==> src/hw/dbg_macros.svh <==
//----------------------------------------
// Debug module sizing, included by every
// file that needs hart count or widths
//----------------------------------------

`ifndef DBG_MACROS_SVH
`define DBG_MACROS_SVH

// Harts served by the debug module
`define DBG_N_HARTS 2

`define DBG_XLEN 32
`define DBG_DMI_AW 9

// Cycles a reset stays low after its request drops
`define DBG_RST_HOLD 4

`endif

==> src/hw/dbg_hart_pkg.sv <==
//----------------------------------------
// Per-hart run-control state encoding
//----------------------------------------

package dbg_hart_pkg;

	// Run-control view of one hart as seen by the debug module
	typedef enum logic [2:0] {
		HART_RESET,
		HART_RUNNING,
		HART_HALT_REQ,
		HART_HALTED,
		HART_RESUME_REQ
	} hart_state_e;

endpackage

==> src/hw/dbg_regs_pkg.sv <==
//----------------------------------------
// DMI register map and dmcontrol layout
//----------------------------------------

`include "dbg_macros.svh"

package dbg_regs_pkg;

	// Implemented DMI register addresses
	typedef enum logic [`DBG_DMI_AW-1:0] {
		ADDR_DATA0     = 'h04,
		ADDR_DMCONTROL = 'h10,
		ADDR_DMSTATUS  = 'h11,
		ADDR_HALTSUM0  = 'h40
	} dmi_addr_e;

	typedef struct packed {
		logic        haltreq;
		logic        resumereq;
		logic        hartreset;
		logic        ackhavereset;
		logic [10:0] rsvd_27_17;
		logic        hartsel;
		logic [13:0] rsvd_15_2;
		logic        ndmreset;
		logic        dmactive;
	} dmcontrol_t;

	// Debug spec 0.13
	localparam logic [3:0] DMSTATUS_VERSION = 4'd2;

endpackage

==> src/hw/dbg_hart_if.sv <==
//----------------------------------------
// Link between the DMI register block and
// hart run control, one bit per hart
//----------------------------------------

`include "dbg_macros.svh"

interface dbg_hart_if;

	// Requests from the register block
	logic [`DBG_N_HARTS-1:0] set_halt;
	logic [`DBG_N_HARTS-1:0] set_resume;
	logic [`DBG_N_HARTS-1:0] ack_havereset;

	// Status flags back from run control
	logic [`DBG_N_HARTS-1:0] halted;
	logic [`DBG_N_HARTS-1:0] running;
	logic [`DBG_N_HARTS-1:0] resumeack;
	logic [`DBG_N_HARTS-1:0] havereset;

	modport regs (
		output set_halt, set_resume, ack_havereset,
		input  halted, running, resumeack, havereset
	);

	modport ctrl (
		input  set_halt, set_resume, ack_havereset,
		output halted, running, resumeack, havereset
	);

endinterface

==> src/hw/dbg_dmi_regs.sv <==
//----------------------------------------
// DMI slave for data0, dmcontrol, dmstatus
// and haltsum0, no wait states
//----------------------------------------

`include "dbg_macros.svh"

module dbg_dmi_regs (
	input  logic                              i_clk,
	input  logic                              i_rst_n,

	input  logic                              i_dmi_psel,
	input  logic                              i_dmi_penable,
	input  logic                              i_dmi_pwrite,
	input  logic [`DBG_DMI_AW-1:0]            i_dmi_paddr,
	input  logic [`DBG_XLEN-1:0]              i_dmi_pwdata,
	output logic [`DBG_XLEN-1:0]              o_dmi_prdata,
	output logic                              o_dmi_pslverr,

	input  logic [`DBG_N_HARTS-1:0]           i_hart_data0_wen,
	input  logic [`DBG_N_HARTS*`DBG_XLEN-1:0] i_hart_data0_wdata,
	output logic [`DBG_XLEN-1:0]              o_data0,

	output logic [`DBG_N_HARTS-1:0]           o_hartreset,
	output logic                              o_ndmreset,

	dbg_hart_if.regs                          hart
);

	localparam int N = `DBG_N_HARTS;
	localparam int XLEN = `DBG_XLEN;

	dbg_regs_pkg::dmi_addr_e  addr;
	dbg_regs_pkg::dmcontrol_t wr_ctrl;
	dbg_regs_pkg::dmcontrol_t rd_ctrl;

	logic            access;
	logic            mapped;
	logic            wr_data0;
	logic            wr_dmcontrol;
	logic            wr_accept;
	logic [N-1:0]    wr_mask;
	logic [N-1:0]    sel_mask;

	logic            haltreq_q;
	logic            hartreset_q;
	logic            hartsel_q;
	logic            ndmreset_q;
	logic            dmactive_q;
	logic [N-1:0]    set_resume_q;
	logic [N-1:0]    ack_havereset_q;

	logic [XLEN-1:0] data0_q;
	logic [XLEN-1:0] dmstatus;
	logic [XLEN-1:0] haltsum0;

	// Access phase decode
	assign access = i_dmi_psel && i_dmi_penable;
	assign addr = dbg_regs_pkg::dmi_addr_e'(i_dmi_paddr);
	assign wr_ctrl = dbg_regs_pkg::dmcontrol_t'(i_dmi_pwdata);
	assign wr_data0 = access && i_dmi_pwrite && addr == dbg_regs_pkg::ADDR_DATA0;
	assign wr_dmcontrol = access && i_dmi_pwrite && addr == dbg_regs_pkg::ADDR_DMCONTROL;

	// Fields other than dmactive only land on an active DM that stays active
	assign wr_accept = wr_dmcontrol && dmactive_q && wr_ctrl.dmactive;

	assign wr_mask = N'(1) << wr_ctrl.hartsel;
	assign sel_mask = N'(1) << hartsel_q;

	always_ff @(posedge i_clk) begin
		if (!i_rst_n) begin
			haltreq_q <= 1'b0;
			hartreset_q <= 1'b0;
			hartsel_q <= 1'b0;
			ndmreset_q <= 1'b0;
			dmactive_q <= 1'b0;
		end else if (wr_dmcontrol) begin
			dmactive_q <= wr_ctrl.dmactive;
			if (wr_accept) begin
				haltreq_q <= wr_ctrl.haltreq;
				hartreset_q <= wr_ctrl.hartreset;
				hartsel_q <= wr_ctrl.hartsel;
				ndmreset_q <= wr_ctrl.ndmreset;
			end else begin
				haltreq_q <= 1'b0;
				hartreset_q <= 1'b0;
				hartsel_q <= 1'b0;
				ndmreset_q <= 1'b0;
			end
		end
	end

	// resumereq and ackhavereset are not stored, they fire once for the written hartsel
	always_ff @(posedge i_clk) begin
		if (!i_rst_n) begin
			set_resume_q <= '0;
			ack_havereset_q <= '0;
		end else begin
			set_resume_q <= (wr_accept && wr_ctrl.resumereq && !wr_ctrl.haltreq) ? wr_mask : '0;
			ack_havereset_q <= (wr_accept && wr_ctrl.ackhavereset) ? wr_mask : '0;
		end
	end

	assign hart.set_halt = haltreq_q ? sel_mask : '0;
	assign hart.set_resume = set_resume_q;
	assign hart.ack_havereset = ack_havereset_q;
	assign o_hartreset = hartreset_q ? sel_mask : '0;
	assign o_ndmreset = ndmreset_q;

	// DMI write wins over any hart write in the same cycle
	always_ff @(posedge i_clk) begin
		if (wr_data0) begin
			data0_q <= i_dmi_pwdata;
		end else begin
			for (int i = 0; i < N; i++) begin
				if (i_hart_data0_wen[i])
					data0_q <= i_hart_data0_wdata[i*XLEN +: XLEN];
			end
		end
	end

	assign o_data0 = data0_q;

	always_comb begin
		rd_ctrl = '0;
		rd_ctrl.haltreq = haltreq_q;
		rd_ctrl.hartreset = hartreset_q;
		rd_ctrl.hartsel = hartsel_q;
		rd_ctrl.ndmreset = ndmreset_q;
		rd_ctrl.dmactive = dmactive_q;
	end

	// Only one hart is ever selected, so the all and any flags agree
	always_comb begin
		dmstatus = '0;
		dmstatus[19] = hart.havereset[hartsel_q];
		dmstatus[18] = hart.havereset[hartsel_q];
		dmstatus[17] = hart.resumeack[hartsel_q];
		dmstatus[16] = hart.resumeack[hartsel_q];
		dmstatus[11] = hart.running[hartsel_q];
		dmstatus[10] = hart.running[hartsel_q];
		dmstatus[9] = hart.halted[hartsel_q];
		dmstatus[8] = hart.halted[hartsel_q];
		dmstatus[7] = 1'b1;
		dmstatus[3:0] = dbg_regs_pkg::DMSTATUS_VERSION;
	end

	assign haltsum0 = XLEN'(hart.halted);

	always_comb begin
		mapped = 1'b1;
		o_dmi_prdata = '0;
		case (addr)
			dbg_regs_pkg::ADDR_DATA0:     o_dmi_prdata = data0_q;
			dbg_regs_pkg::ADDR_DMCONTROL: o_dmi_prdata = rd_ctrl;
			dbg_regs_pkg::ADDR_DMSTATUS:  o_dmi_prdata = dmstatus;
			dbg_regs_pkg::ADDR_HALTSUM0:  o_dmi_prdata = haltsum0;
			default:                      mapped = 1'b0;
		endcase
	end

	assign o_dmi_pslverr = access && !mapped;

	a_mapped_no_err: assert property (@(posedge i_clk) disable iff (!i_rst_n)
		(access && i_dmi_paddr inside {dbg_regs_pkg::ADDR_DATA0, dbg_regs_pkg::ADDR_DMCONTROL,
		dbg_regs_pkg::ADDR_DMSTATUS, dbg_regs_pkg::ADDR_HALTSUM0}) |-> !o_dmi_pslverr);

endmodule

==> src/hw/dbg_hart_ctrl.sv <==
//----------------------------------------
// Halt/resume handshake per hart, with the
// sticky resumeack and havereset flags
//----------------------------------------

`include "dbg_macros.svh"

module dbg_hart_ctrl (
	input  logic                    i_clk,
	input  logic                    i_rst_n,

	input  logic [`DBG_N_HARTS-1:0] i_hart_rst_n,
	input  logic [`DBG_N_HARTS-1:0] i_rst_release,

	input  logic [`DBG_N_HARTS-1:0] i_hart_halted,
	input  logic [`DBG_N_HARTS-1:0] i_hart_running,
	output logic [`DBG_N_HARTS-1:0] o_hart_req_halt,
	output logic [`DBG_N_HARTS-1:0] o_hart_req_resume,

	dbg_hart_if.ctrl                hart
);

	localparam int N = `DBG_N_HARTS;

	for (genvar i = 0; i < N; i++) begin : g_hart
		dbg_hart_pkg::hart_state_e state_q;
		dbg_hart_pkg::hart_state_e state_d;
		logic                      resumeack_q;
		logic                      havereset_q;

		always_comb begin
			state_d = state_q;
			case (state_q)
				dbg_hart_pkg::HART_RESET: begin
					if (i_rst_release[i])
						state_d = dbg_hart_pkg::HART_RUNNING;
				end
				dbg_hart_pkg::HART_RUNNING: begin
					if (hart.set_halt[i])
						state_d = dbg_hart_pkg::HART_HALT_REQ;
				end
				dbg_hart_pkg::HART_HALT_REQ: begin
					if (i_hart_halted[i])
						state_d = dbg_hart_pkg::HART_HALTED;
				end
				dbg_hart_pkg::HART_HALTED: begin
					if (hart.set_resume[i])
						state_d = dbg_hart_pkg::HART_RESUME_REQ;
				end
				dbg_hart_pkg::HART_RESUME_REQ: begin
					// Hart has left debug mode and is executing again
					if (i_hart_running[i] && !i_hart_halted[i])
						state_d = dbg_hart_pkg::HART_RUNNING;
				end
				default: state_d = dbg_hart_pkg::HART_RESET;
			endcase
			// A hart held in reset restarts the handshake
			if (!i_hart_rst_n[i])
				state_d = dbg_hart_pkg::HART_RESET;
		end

		always_ff @(posedge i_clk) begin
			if (!i_rst_n) begin
				state_q <= dbg_hart_pkg::HART_RESET;
				resumeack_q <= 1'b0;
				havereset_q <= 1'b1;
			end else begin
				state_q <= state_d;
				if (hart.set_resume[i])
					resumeack_q <= 1'b0;
				else if (state_q == dbg_hart_pkg::HART_RESUME_REQ
					&& state_d == dbg_hart_pkg::HART_RUNNING)
					resumeack_q <= 1'b1;
				if (i_rst_release[i])
					havereset_q <= 1'b1;
				else if (hart.ack_havereset[i])
					havereset_q <= 1'b0;
			end
		end

		// Requests start in the cycle the set pulse or level arrives
		assign o_hart_req_halt[i] = state_q == dbg_hart_pkg::HART_HALT_REQ
			|| (state_q == dbg_hart_pkg::HART_RUNNING && hart.set_halt[i]);
		assign o_hart_req_resume[i] = state_q == dbg_hart_pkg::HART_RESUME_REQ
			|| (state_q == dbg_hart_pkg::HART_HALTED && hart.set_resume[i]);

		assign hart.halted[i] = state_q == dbg_hart_pkg::HART_HALTED;
		assign hart.running[i] = state_q == dbg_hart_pkg::HART_RUNNING
			|| state_q == dbg_hart_pkg::HART_HALT_REQ;
		assign hart.resumeack[i] = resumeack_q;
		assign hart.havereset[i] = havereset_q;
	end

	a_req_exclusive: assert property (@(posedge i_clk) disable iff (!i_rst_n)
		!(|(o_hart_req_halt & o_hart_req_resume)));

endmodule

==> src/hw/dbg_reset_timer.sv <==
//----------------------------------------
// Stretches hart and system resets, and
// pulses once per hart on release
//----------------------------------------

`include "dbg_macros.svh"

module dbg_reset_timer (
	input  logic                    i_clk,
	input  logic                    i_rst_n,
	input  logic [`DBG_N_HARTS-1:0] i_hartreset,
	input  logic                    i_ndmreset,
	output logic [`DBG_N_HARTS-1:0] o_hart_rst_n,
	output logic                    o_sys_rst_n,
	output logic [`DBG_N_HARTS-1:0] o_rst_release
);

	localparam int N = `DBG_N_HARTS;
	localparam int CW = $clog2(`DBG_RST_HOLD + 1);
	localparam int LOW_CYCLES = `DBG_RST_HOLD + 1;

	// Top entry is the system reset, the rest are harts
	logic [N:0]   req;
	logic [N:0]   rst_n;
	logic [N-1:0] release_q;

	assign req = {1'b0, i_hartreset} | {(N + 1){!i_rst_n || i_ndmreset}};

	for (genvar i = 0; i <= N; i++) begin : g_hold
		logic [CW-1:0] cnt_q;

		// Global reset is one of the requests, so it reloads the counter too
		always_ff @(posedge i_clk) begin
			if (req[i])
				cnt_q <= CW'(`DBG_RST_HOLD);
			else if (cnt_q != '0)
				cnt_q <= cnt_q - 1'b1;
		end

		assign rst_n[i] = !req[i] && cnt_q == '0;

		if (i < N) begin : g_release
			always_ff @(posedge i_clk) begin
				if (!i_rst_n)
					release_q[i] <= 1'b0;
				else
					release_q[i] <= !req[i] && cnt_q == CW'(1);
			end
		end

		a_hold_low: assert property (@(posedge i_clk) req[i] |-> !rst_n[i] [*LOW_CYCLES]);
	end

	assign o_hart_rst_n = rst_n[N-1:0];
	assign o_sys_rst_n = rst_n[N];
	assign o_rst_release = release_q;

endmodule

==> src/hw/dbg_top.sv <==
//----------------------------------------
// Debug module for two harts, DMI on one
// side and hart run control on the other
//----------------------------------------

`include "dbg_macros.svh"

module dbg_top (
	input  logic                              i_clk,
	input  logic                              i_rst_n,

	// DMI from the debug transport
	input  logic                              i_dmi_psel,
	input  logic                              i_dmi_penable,
	input  logic                              i_dmi_pwrite,
	input  logic [`DBG_DMI_AW-1:0]            i_dmi_paddr,
	input  logic [`DBG_XLEN-1:0]              i_dmi_pwdata,
	output logic [`DBG_XLEN-1:0]              o_dmi_prdata,
	output logic                              o_dmi_pslverr,

	// Hart run control
	output logic [`DBG_N_HARTS-1:0]           o_hart_req_halt,
	output logic [`DBG_N_HARTS-1:0]           o_hart_req_resume,
	input  logic [`DBG_N_HARTS-1:0]           i_hart_halted,
	input  logic [`DBG_N_HARTS-1:0]           i_hart_running,

	input  logic [`DBG_N_HARTS-1:0]           i_hart_data0_wen,
	input  logic [`DBG_N_HARTS*`DBG_XLEN-1:0] i_hart_data0_wdata,
	output logic [`DBG_XLEN-1:0]              o_data0,

	output logic [`DBG_N_HARTS-1:0]           o_hart_rst_n,
	output logic                              o_sys_rst_n
);

	logic [`DBG_N_HARTS-1:0] hartreset;
	logic                    ndmreset;
	logic [`DBG_N_HARTS-1:0] rst_release;

	dbg_hart_if u_hart_if ();

	dbg_dmi_regs u_regs (
		.i_clk              (i_clk),
		.i_rst_n            (i_rst_n),
		.i_dmi_psel         (i_dmi_psel),
		.i_dmi_penable      (i_dmi_penable),
		.i_dmi_pwrite       (i_dmi_pwrite),
		.i_dmi_paddr        (i_dmi_paddr),
		.i_dmi_pwdata       (i_dmi_pwdata),
		.o_dmi_prdata       (o_dmi_prdata),
		.o_dmi_pslverr      (o_dmi_pslverr),
		.i_hart_data0_wen   (i_hart_data0_wen),
		.i_hart_data0_wdata (i_hart_data0_wdata),
		.o_data0            (o_data0),
		.o_hartreset        (hartreset),
		.o_ndmreset         (ndmreset),
		.hart               (u_hart_if)
	);

	// Run control sees the stretched hart resets, same as the harts do
	dbg_hart_ctrl u_ctrl (
		.i_clk              (i_clk),
		.i_rst_n            (i_rst_n),
		.i_hart_rst_n       (o_hart_rst_n),
		.i_rst_release      (rst_release),
		.i_hart_halted      (i_hart_halted),
		.i_hart_running     (i_hart_running),
		.o_hart_req_halt    (o_hart_req_halt),
		.o_hart_req_resume  (o_hart_req_resume),
		.hart               (u_hart_if)
	);

	dbg_reset_timer u_rst_timer (
		.i_clk              (i_clk),
		.i_rst_n            (i_rst_n),
		.i_hartreset        (hartreset),
		.i_ndmreset         (ndmreset),
		.o_hart_rst_n       (o_hart_rst_n),
		.o_sys_rst_n        (o_sys_rst_n),
		.o_rst_release      (rst_release)
	);

endmodule

==> config.mk <==
export PLATFORM = sky130hd
export DESIGN_NAME = dbg_top
export DESIGN_NICKNAME = d
export VERILOG_FILES = /design/src/hw/dbg_hart_pkg.sv /design/src/hw/dbg_regs_pkg.sv /design/src/hw/dbg_hart_if.sv /design/src/hw/dbg_dmi_regs.sv /design/src/hw/dbg_hart_ctrl.sv /design/src/hw/dbg_reset_timer.sv /design/src/hw/dbg_top.sv
export VERILOG_INCLUDE_DIRS = /design/src /design/src/hw
export SDC_FILE = /design/constraint.sdc
export NUM_CORES = 1
export LEC_CHECK = 0
export BUFFER_PORTS_ARGS = -buffer_cell sky130_fd_sc_hd__buf_2
export CORE_MARGIN = 5
export CORE_UTILIZATION = 40
export DETAILED_ROUTE_END_ITERATION = 6
export GPL_TIMING_DRIVEN = 0
export PLACE_DENSITY_LB_ADDON = 0.05
export SYNTH_ARGS = -nofsm -noshare
export SYNTH_HDL_FRONTEND = slang
export SYNTH_SLANG_ARGS = --single-unit
==> constraint.sdc <==
create_clock -name i_clk -period 2.6 [get_ports i_clk]
set_clock_uncertainty 0.15 [all_clocks]
set_input_delay 0.13 -clock i_clk [delete_from_list [all_inputs] [get_ports i_clk]]
set_output_delay 0.13 -clock i_clk [all_outputs]
set_load 0.005 [all_outputs]
==> results.py, run 1 <==
metrics = {
    "status": {
        "status": "completed",
    },
    "routing": {
        "vias": 3575,
        "drc": 0,
        "wl_per_cell_um": 15.3,
        "vias_per_cell": 4.90,
        "drtIter0Drc": 89,
        "wirelength_mm": 11.2,
        "dr.pass1.iters": 4,
        "ant_nets": 0,
    },
    "synth": {
        "netlist_instances": 368,
        "synth_seq_cells": 62,
        "syn_nets": 492,
        "synth.cell_area_mm2": 0.00348,
        "yosysUniqueCellTypes": 51,
        "synthArstFlopShare_pct": 0,
        "yosys_warnings": 0,
        "yosysTopAreaCell": "edfxtp_1",
        "synth_area_leaders": "edfxtp_1 28%, dfxtp_1 17%, mux2i_1 10%, nand2_1 5.5%, o21ai_0 4.5%",
        "seq_area_frac_synth_pct": 44.9,
        "synth_edf_count": 32,
        "synth_area_per_cell_um2": 9.45,
        "synth_top_cell_area_share_pct": 27.6,
        "synthFlopType": "edfxtp_1",
    },
    "setup_path": {
        "critPathLaunchType": "input pin",
        "cp.required_ps": 2320,
        "crit_path_start": "i_dmi_paddr[7]",
        "path_class": "in2out",
        "endpoint_kind": "output pin",
        "crit_path_max_fanout": 10,
        "critPathArrivalTime_ps": 1970,
        "r2r_slack_ps": 660,
        "r2r-end": "u_regs.hart.set_resume[1]",
        "reg2reg_depth": 5,
        "reg2reg_from": "u_regs.dmactive_q",
    },
    "min_path": {
        "hold_depth": 3,
        "worst_hold_path.endpoint": "u_regs.o_data0[10]",
        "worstHoldStart": "i_hart_data0_wdata[10]",
        "min_path_type": "in2reg",
    },
    "final_layout": {
        "nets": 740,
        "drive_above_1_share_pct": 34.1,
        "final.fill_count": 785,
        "syn_to_final_growth_pct": 51.2,
        "n_antenna_cell": 0,
        "regArea_mm2": 0.00156,
        "multi_input_area_mm2": 0.00175,
    },
    "timing": {
        "fin_crit_sh_pct": 86.5,
        "fin_setup_tns_ps": 0,
        "min_period_ps": 2250,
        "rsz0062_at_grt": "no",
        "worst_pin_slew_ps": 775,
        "finalWorstSetupSlack_ps": 350,
        "setup_viol": 0,
        "fmaxAchievable_mhz": 444,
        "slew_headroom_pct": 48.3,
        "finalMaxSlewViolations": 0,
        "hold_viol": 0,
    },
    "clocking": {
        "path_clk_slew_ps": 70,
        "cts_buffer_depth": 2,
        "htreeDepth": 3,
        "cts-root-buf": "clkbuf_8",
        "cts_made_buffers": 9,
        "cts_tree": "yes",
        "clock_latency_ps": 340,
        "cts_sinks": 62,
    },
    "global_route": {
        "antenna_found_initial": 0,
        "grt_max_degree": 33,
        "grt_overflow": 0,
        "grt_usage_pct": 21.4,
        "grt_pass1_wl_mm": 17.2,
        "grt_pass1_vias": 3686,
    },
    "die": {
        "fp.dieH_um": 103,
        "pin_count": 188,
        "start_util_pct": 40.5,
        "die_area_mm2": 0.0107,
        "core_mm2": 0.00859,
        "dieWidth_um": 103,
        "rows": 34,
    },
    "job": {
        "max-cap-violations": 0,
    },
    "placement": {
        "routabilityCongestion": 0.807,
        "dpl.hpwl_mm": 8.70,
        "place_ws_ps": -388,
        "portBuffers": 186,
    },
    "power": {
        "powerDensity_mw_per_mm2": 515,
        "p_leak_nw": 2.53,
        "vdd_drop_max_mv": 0.269,
    },
}
==> repair_timing <==
item,CTS,global route
buffers inserted,0,0
hold buffers,51,0
gates resized for setup,1,0
hold endpoints to repair,42,0
setup endpoints to repair,32,0
==> per-layer routing <==
layer	share of wire [%]	vias to the layer above	GRT usage (%)
met5	0	-	0
met4	2.4	0	8.86
met3	7.6	23	6.51
met2	53	132	38.2
met1	37	1626	23.4
li1	-	1794	-
==> state kept, by name (all words and copies together) (netlist names), 2 cells and up <==
register,flops
u_regs.o_data0,32
u_rst_timer.g_hold.cnt_q,9
u_ctrl.g_hart.state_q,6
u_ctrl.g_hart.havereset_q,2
u_ctrl.g_hart.resumeack_q,2
u_regs.hart.ack_havereset,2
u_regs.hart.set_resume,2
u_rst_timer.o_rst_release,2
==> cell usage after synthesis (3+ instances only) <==
cell,number
a21o_1,7
inv_1,14
ha_1,8
nor3b_1,6
clkbuf_1,13
nor2_1,23
a211oi_1,3
nand3_1,7
o21ai_1,10
o21ai_0,31
and2_1,20
or3_1,4
nor2b_1,4
edfxtp_1,32
nand2b_1,11
mux2i_1,35
a21oi_1,9
buf_6,4
nor4b_1,4
nand3b_1,3
nand2_1,51
xnor2_1,3
dfxtp_1,30
==> through the flow <==
stage / area, um^2 / instances / hold slack (ps) / util (%) / total power [mW]
after global placement: 4540 / 662 / 214 / 52.9 / 1.77
after CTS: 5260 / 729 / 5.12 / 61.2 / 2.73
final: 5260 / 729 / 18.6 / 61.2 / 2.71
after floorplan: 3480 / 368 / 55.7 / - / 1.55
after global routing: 5260 / 729 / 16.7 / 61.2 / 2.87
after detailed placement: 4540 / 662 / 225 / 52.9 / 1.80
==> report_power, final <==
part | internal [mW] | leakage (nW) | switching (mW)
registers | 1.16 | 0.571 | 0.0761
logic | 0.315 | 1.86 | 0.278
clock network | 0.501 | 0.103 | 0.371
==> kinds of logic (layout without fill, tap and decap cells) <==
group                      after synthesis  in the layout  synth area share [%]
DFF                                     62             62                  44.9
muxes                                   35             35                  10.1
buffers and inverters                   35            288                  4.93
and+or+nand+nor                        149            149                  23.1
AOI/OAI and AO/OA                       74             74                  12.8
adders and majority gates                8              8                  2.88
xor gates and xnor gates                 5              5                  1.26
==> layout make-up <==
cell class | count | area share (%)
Multi-Input combinational cell | 271 | 33.2
Sequential cell | 62 | 29.7
Timing Repair Buffer | 237 | 27.4
Clock buffer | 13 | 3.05
Tap cell | 108 | 2.57
Buffer | 21 | 2.26
Inverter | 14 | 1.00
Clock inverter | 3 | 0.786
==> critical path, cell delays in order <==
cell and delay (ps):
buf_2 100, or4_4 570, nor3_2 350, clkbuf_1 490, and2_1 210, buf_2 120
==> layout by cell type (no fill, tap or decap), types with 16 or more instances in the layout <==
| master | n |
|---|---|
| dlygate4sd3_1 | 51 |
| o21ai_0 | 31 |
| nor2_1 | 23 |
| dfxtp_1 | 30 |
| nand2_1 | 51 |
| mux2i_1 | 35 |
| edfxtp_1 | 32 |
| and2_1 | 20 |
| clkbuf_1 | 16 |
| buf_2 | 188 |
==> how the worst max path moves through the flow <==
stage / end / depth (start not counted) / slack, ps
after global routing: o_dmi_prdata[16] / 5 / 190
after global placement: u_regs.o_data0[5] / 5 / -390
after CTS: o_dmi_prdata[16] / 5 / 350
after detailed placement: u_regs.o_data0[5] / 5 / -390
after floorplan: u_regs.o_data0[0] / 4 / 140
final: o_dmi_prdata[6] / 6 / 350
No activity file was read; power rests on OpenSTA's default activity.
==> run 2, diff against run 1 <==
Settings changed: BUFFER_PORTS_ARGS -buffer_cell sky130_fd_sc_hd__buf_2 to -buffer_cell sky130_fd_sc_hd__clkbuf_2, SKIP_LAST_GASP set to 1.
==> run 2 against run 1 <==
Net effect: largest cell class unchanged; largest power group unchanged; register-to-register slack worse by 20 ps; design area down 1.3%; total power decreased by 5.6%; clock power fell by 17%; utilization fell by 0.77 points; combinational power is essentially flat; critical path depth shrank 1; via count is 0.31% lower; fmax is 0.12% higher; count of clock-buffer cells in the layout is 4 lower; highest routed layer unchanged.
==> results.py, run 2 (synthesis gave the netlist of run 1 again) <==
metrics = {
    "global_route": {
        "grt_usage_pct": 20.4,
        "grt_max_degree": 33,
        "grt_use_met1_pct": 22.5,
        "antenna_found_initial": 0,
        "met2_usage_pct": 37.4,
        "grt_pass1_vias": 3485,
        "top_usage_layer": "met2",
        "grt_pass1_wl_mm": 16.6,
        "use_met3_pct": 7.18,
        "grt_overflow": 0,
    },
    "routing": {
        "drtIter0Drc": 87,
        "drc": 0,
        "vias_per_cell": 4.91,
        "wl_per_cell_um": 15.2,
        "wirelength_mm": 11.1,
        "dr.pass1.iters": 5,
        "vias": 3564,
        "ant_nets": 0,
    },
    "setup_path": {
        "critPathMaxStageDelay_ps": 460,
        "crit_slowest_cell": "clkbuf_1",
        "cp.required_ps": 2320,
        "critPathArrivalTime_ps": 1970,
        "crit_path_max_fanout": 10,
        "critPathLaunchType": "flip-flop",
        "path_class": "reg2out",
        "r2r_slack_ps": 640,
        "endpoint_kind": "output pin",
        "crit_chain": "clkbuf_1, mux2i_1, nor3b_1, a221o_1, clkbuf_2",
    },
    "timing": {
        "slew_headroom_pct": 51.0,
        "fin_crit_sh_pct": 86.4,
        "worst_pin_slew_ps": 735,
        "finalMaxSlewViolations": 0,
        "fmaxAchievable_mhz": 445,
        "rsz0062_at_grt": "no",
        "holdWs_ps": 11.6,
        "hold_viol": 0,
        "setup_viol": 0,
        "min_period_ps": 2250,
        "fin_setup_tns_ps": 0,
    },
    "placement": {
        "place_area_mm2": 0.00454,
        "dpl.hpwl_mm": 8.70,
        "portBuffers": 186,
        "routabilityCongestion": 0.807,
    },
    "die": {
        "die_area_mm2": 0.0107,
        "pin_count": 188,
        "core_mm2": 0.00859,
        "rows": 34,
        "dieWidth_um": 103,
        "fp.dieH_um": 103,
        "start_util_pct": 40.5,
    },
    "power": {
        "powerDensity_mw_per_mm2": 492,
        "power_switching_share_pct": 29.2,
        "p_seq_share_pct": 48.6,
        "comb_power_share_pct": 23.2,
        "vdd_drop_max_mv": 0.269,
        "internal_power_mw": 1.81,
        "clockPowerShare_pct": 28.2,
        "switchingPower_mw": 0.744,
        "p_leak_nw": 2.48,
        "power.total_mw": 2.55,
    },
    "final_layout": {
        "final.fill_count": 789,
        "final_cell_mix": "186 x clkbuf_2, 51 x nand2_1, 48 x dlygate4sd3_1",
        "final_common_cell": "clkbuf_2",
        "fin_area_mm2": 0.00519,
        "largest_reg_flops": 32,
        "syn_to_final_growth_pct": 49.3,
        "regArea_mm2": 0.00156,
        "post-route-util_pct": 60.4,
        "nets": 737,
        "multi_input_area_mm2": 0.00175,
        "n_antenna_cell": 0,
        "drive_above_1_share_pct": 34.3,
    },
    "clocking": {
        "path_clk_slew_ps": 70,
        "cts_made_buffers": 9,
        "cts_sinks": 62,
        "htreeDepth": 3,
        "postCtsSetupRepairBufs": 0,
        "cts_tree": "yes",
        "cts_buffer_depth": 2,
        "cts-root-buf": "clkbuf_8",
        "clock_latency_ps": 340,
    },
    "min_path": {
        "min_path_type": "in2reg",
    },
    "job": {
        "max-cap-violations": 0,
    },
    "status": {
        "status": "completed",
    },
}
run 2: layer usage:
metal | vias to the layer above | part of all wire, %
li1 | 1786 | -
met1 | 1642 | 39
met2 | 121 | 53
met3 | 15 | 7.2
met4 | 0 | 1.5
met5 | - | 0
run 2: power groups by stage:
stage          Sequential [mW]  Clock (mW)  Combinational, mW
4_1_cts                   1.24       0.733              0.599
3_5_place_dp              1.26           0              0.538
6_report                  1.24       0.720              0.593
2_1_floorplan             1.25           0              0.303
5_1_grt                   1.25       0.778              0.662
3_3_place_gp              1.26           0              0.519
run 2: final timing paths:
| check | start | to | depth (start not counted) |
|---|---|---|---|
| hold / removal | i_hart_data0_wdata[24] | u_regs.o_data0[24] | 3 |
| hold reg to reg | u_rst_timer.g_hold[2].cnt_q[2] | u_rst_timer.g_hold[2].cnt_q[2] | 1 |
| setup / recovery | u_regs.hartsel_q | o_dmi_prdata[16] | 5 |
| setup reg to reg | u_regs.dmactive_q | u_regs.hart.set_resume[1] | 5 |
run 2: repair_timing:
action	in CTS	in global routing
resized for setup	0	0
hold endpoints to repair	42	0
hold buffers	48	0
run 2: worst max-delay path, delay by kind of cell (launching register included):
kind                   cells  cell delay (ps)
AO/OA/AOI/OAI              1              170
buffers and inverters      2              580
flip-flops                 1              350
multiplexers               1              160
AND/OR/NAND/NOR            1              370
run 2: through the flow:
| step | setup slack [ps] | cells |
|---|---|---|
| finish | 353 | 726 |
| global route | 215 | 726 |
| CTS | 8.22 | 726 |
| detailed placement | -364 | 662 |
| global placement | -377 | 662 |
| floorplan | 138 | 368 |
run 2: cell type report:
class / count / area share (%)
Buffer: 21 / 2.29
Clock buffer: 9 / 2.39
Clock inverter: 7 / 0.796
Inverter: 14 / 1.01
Multi-Input combinational cell: 271 / 33.6
Sequential cell: 62 / 30.1
Tap cell: 108 / 2.60
Timing Repair Buffer: 234 / 27.2
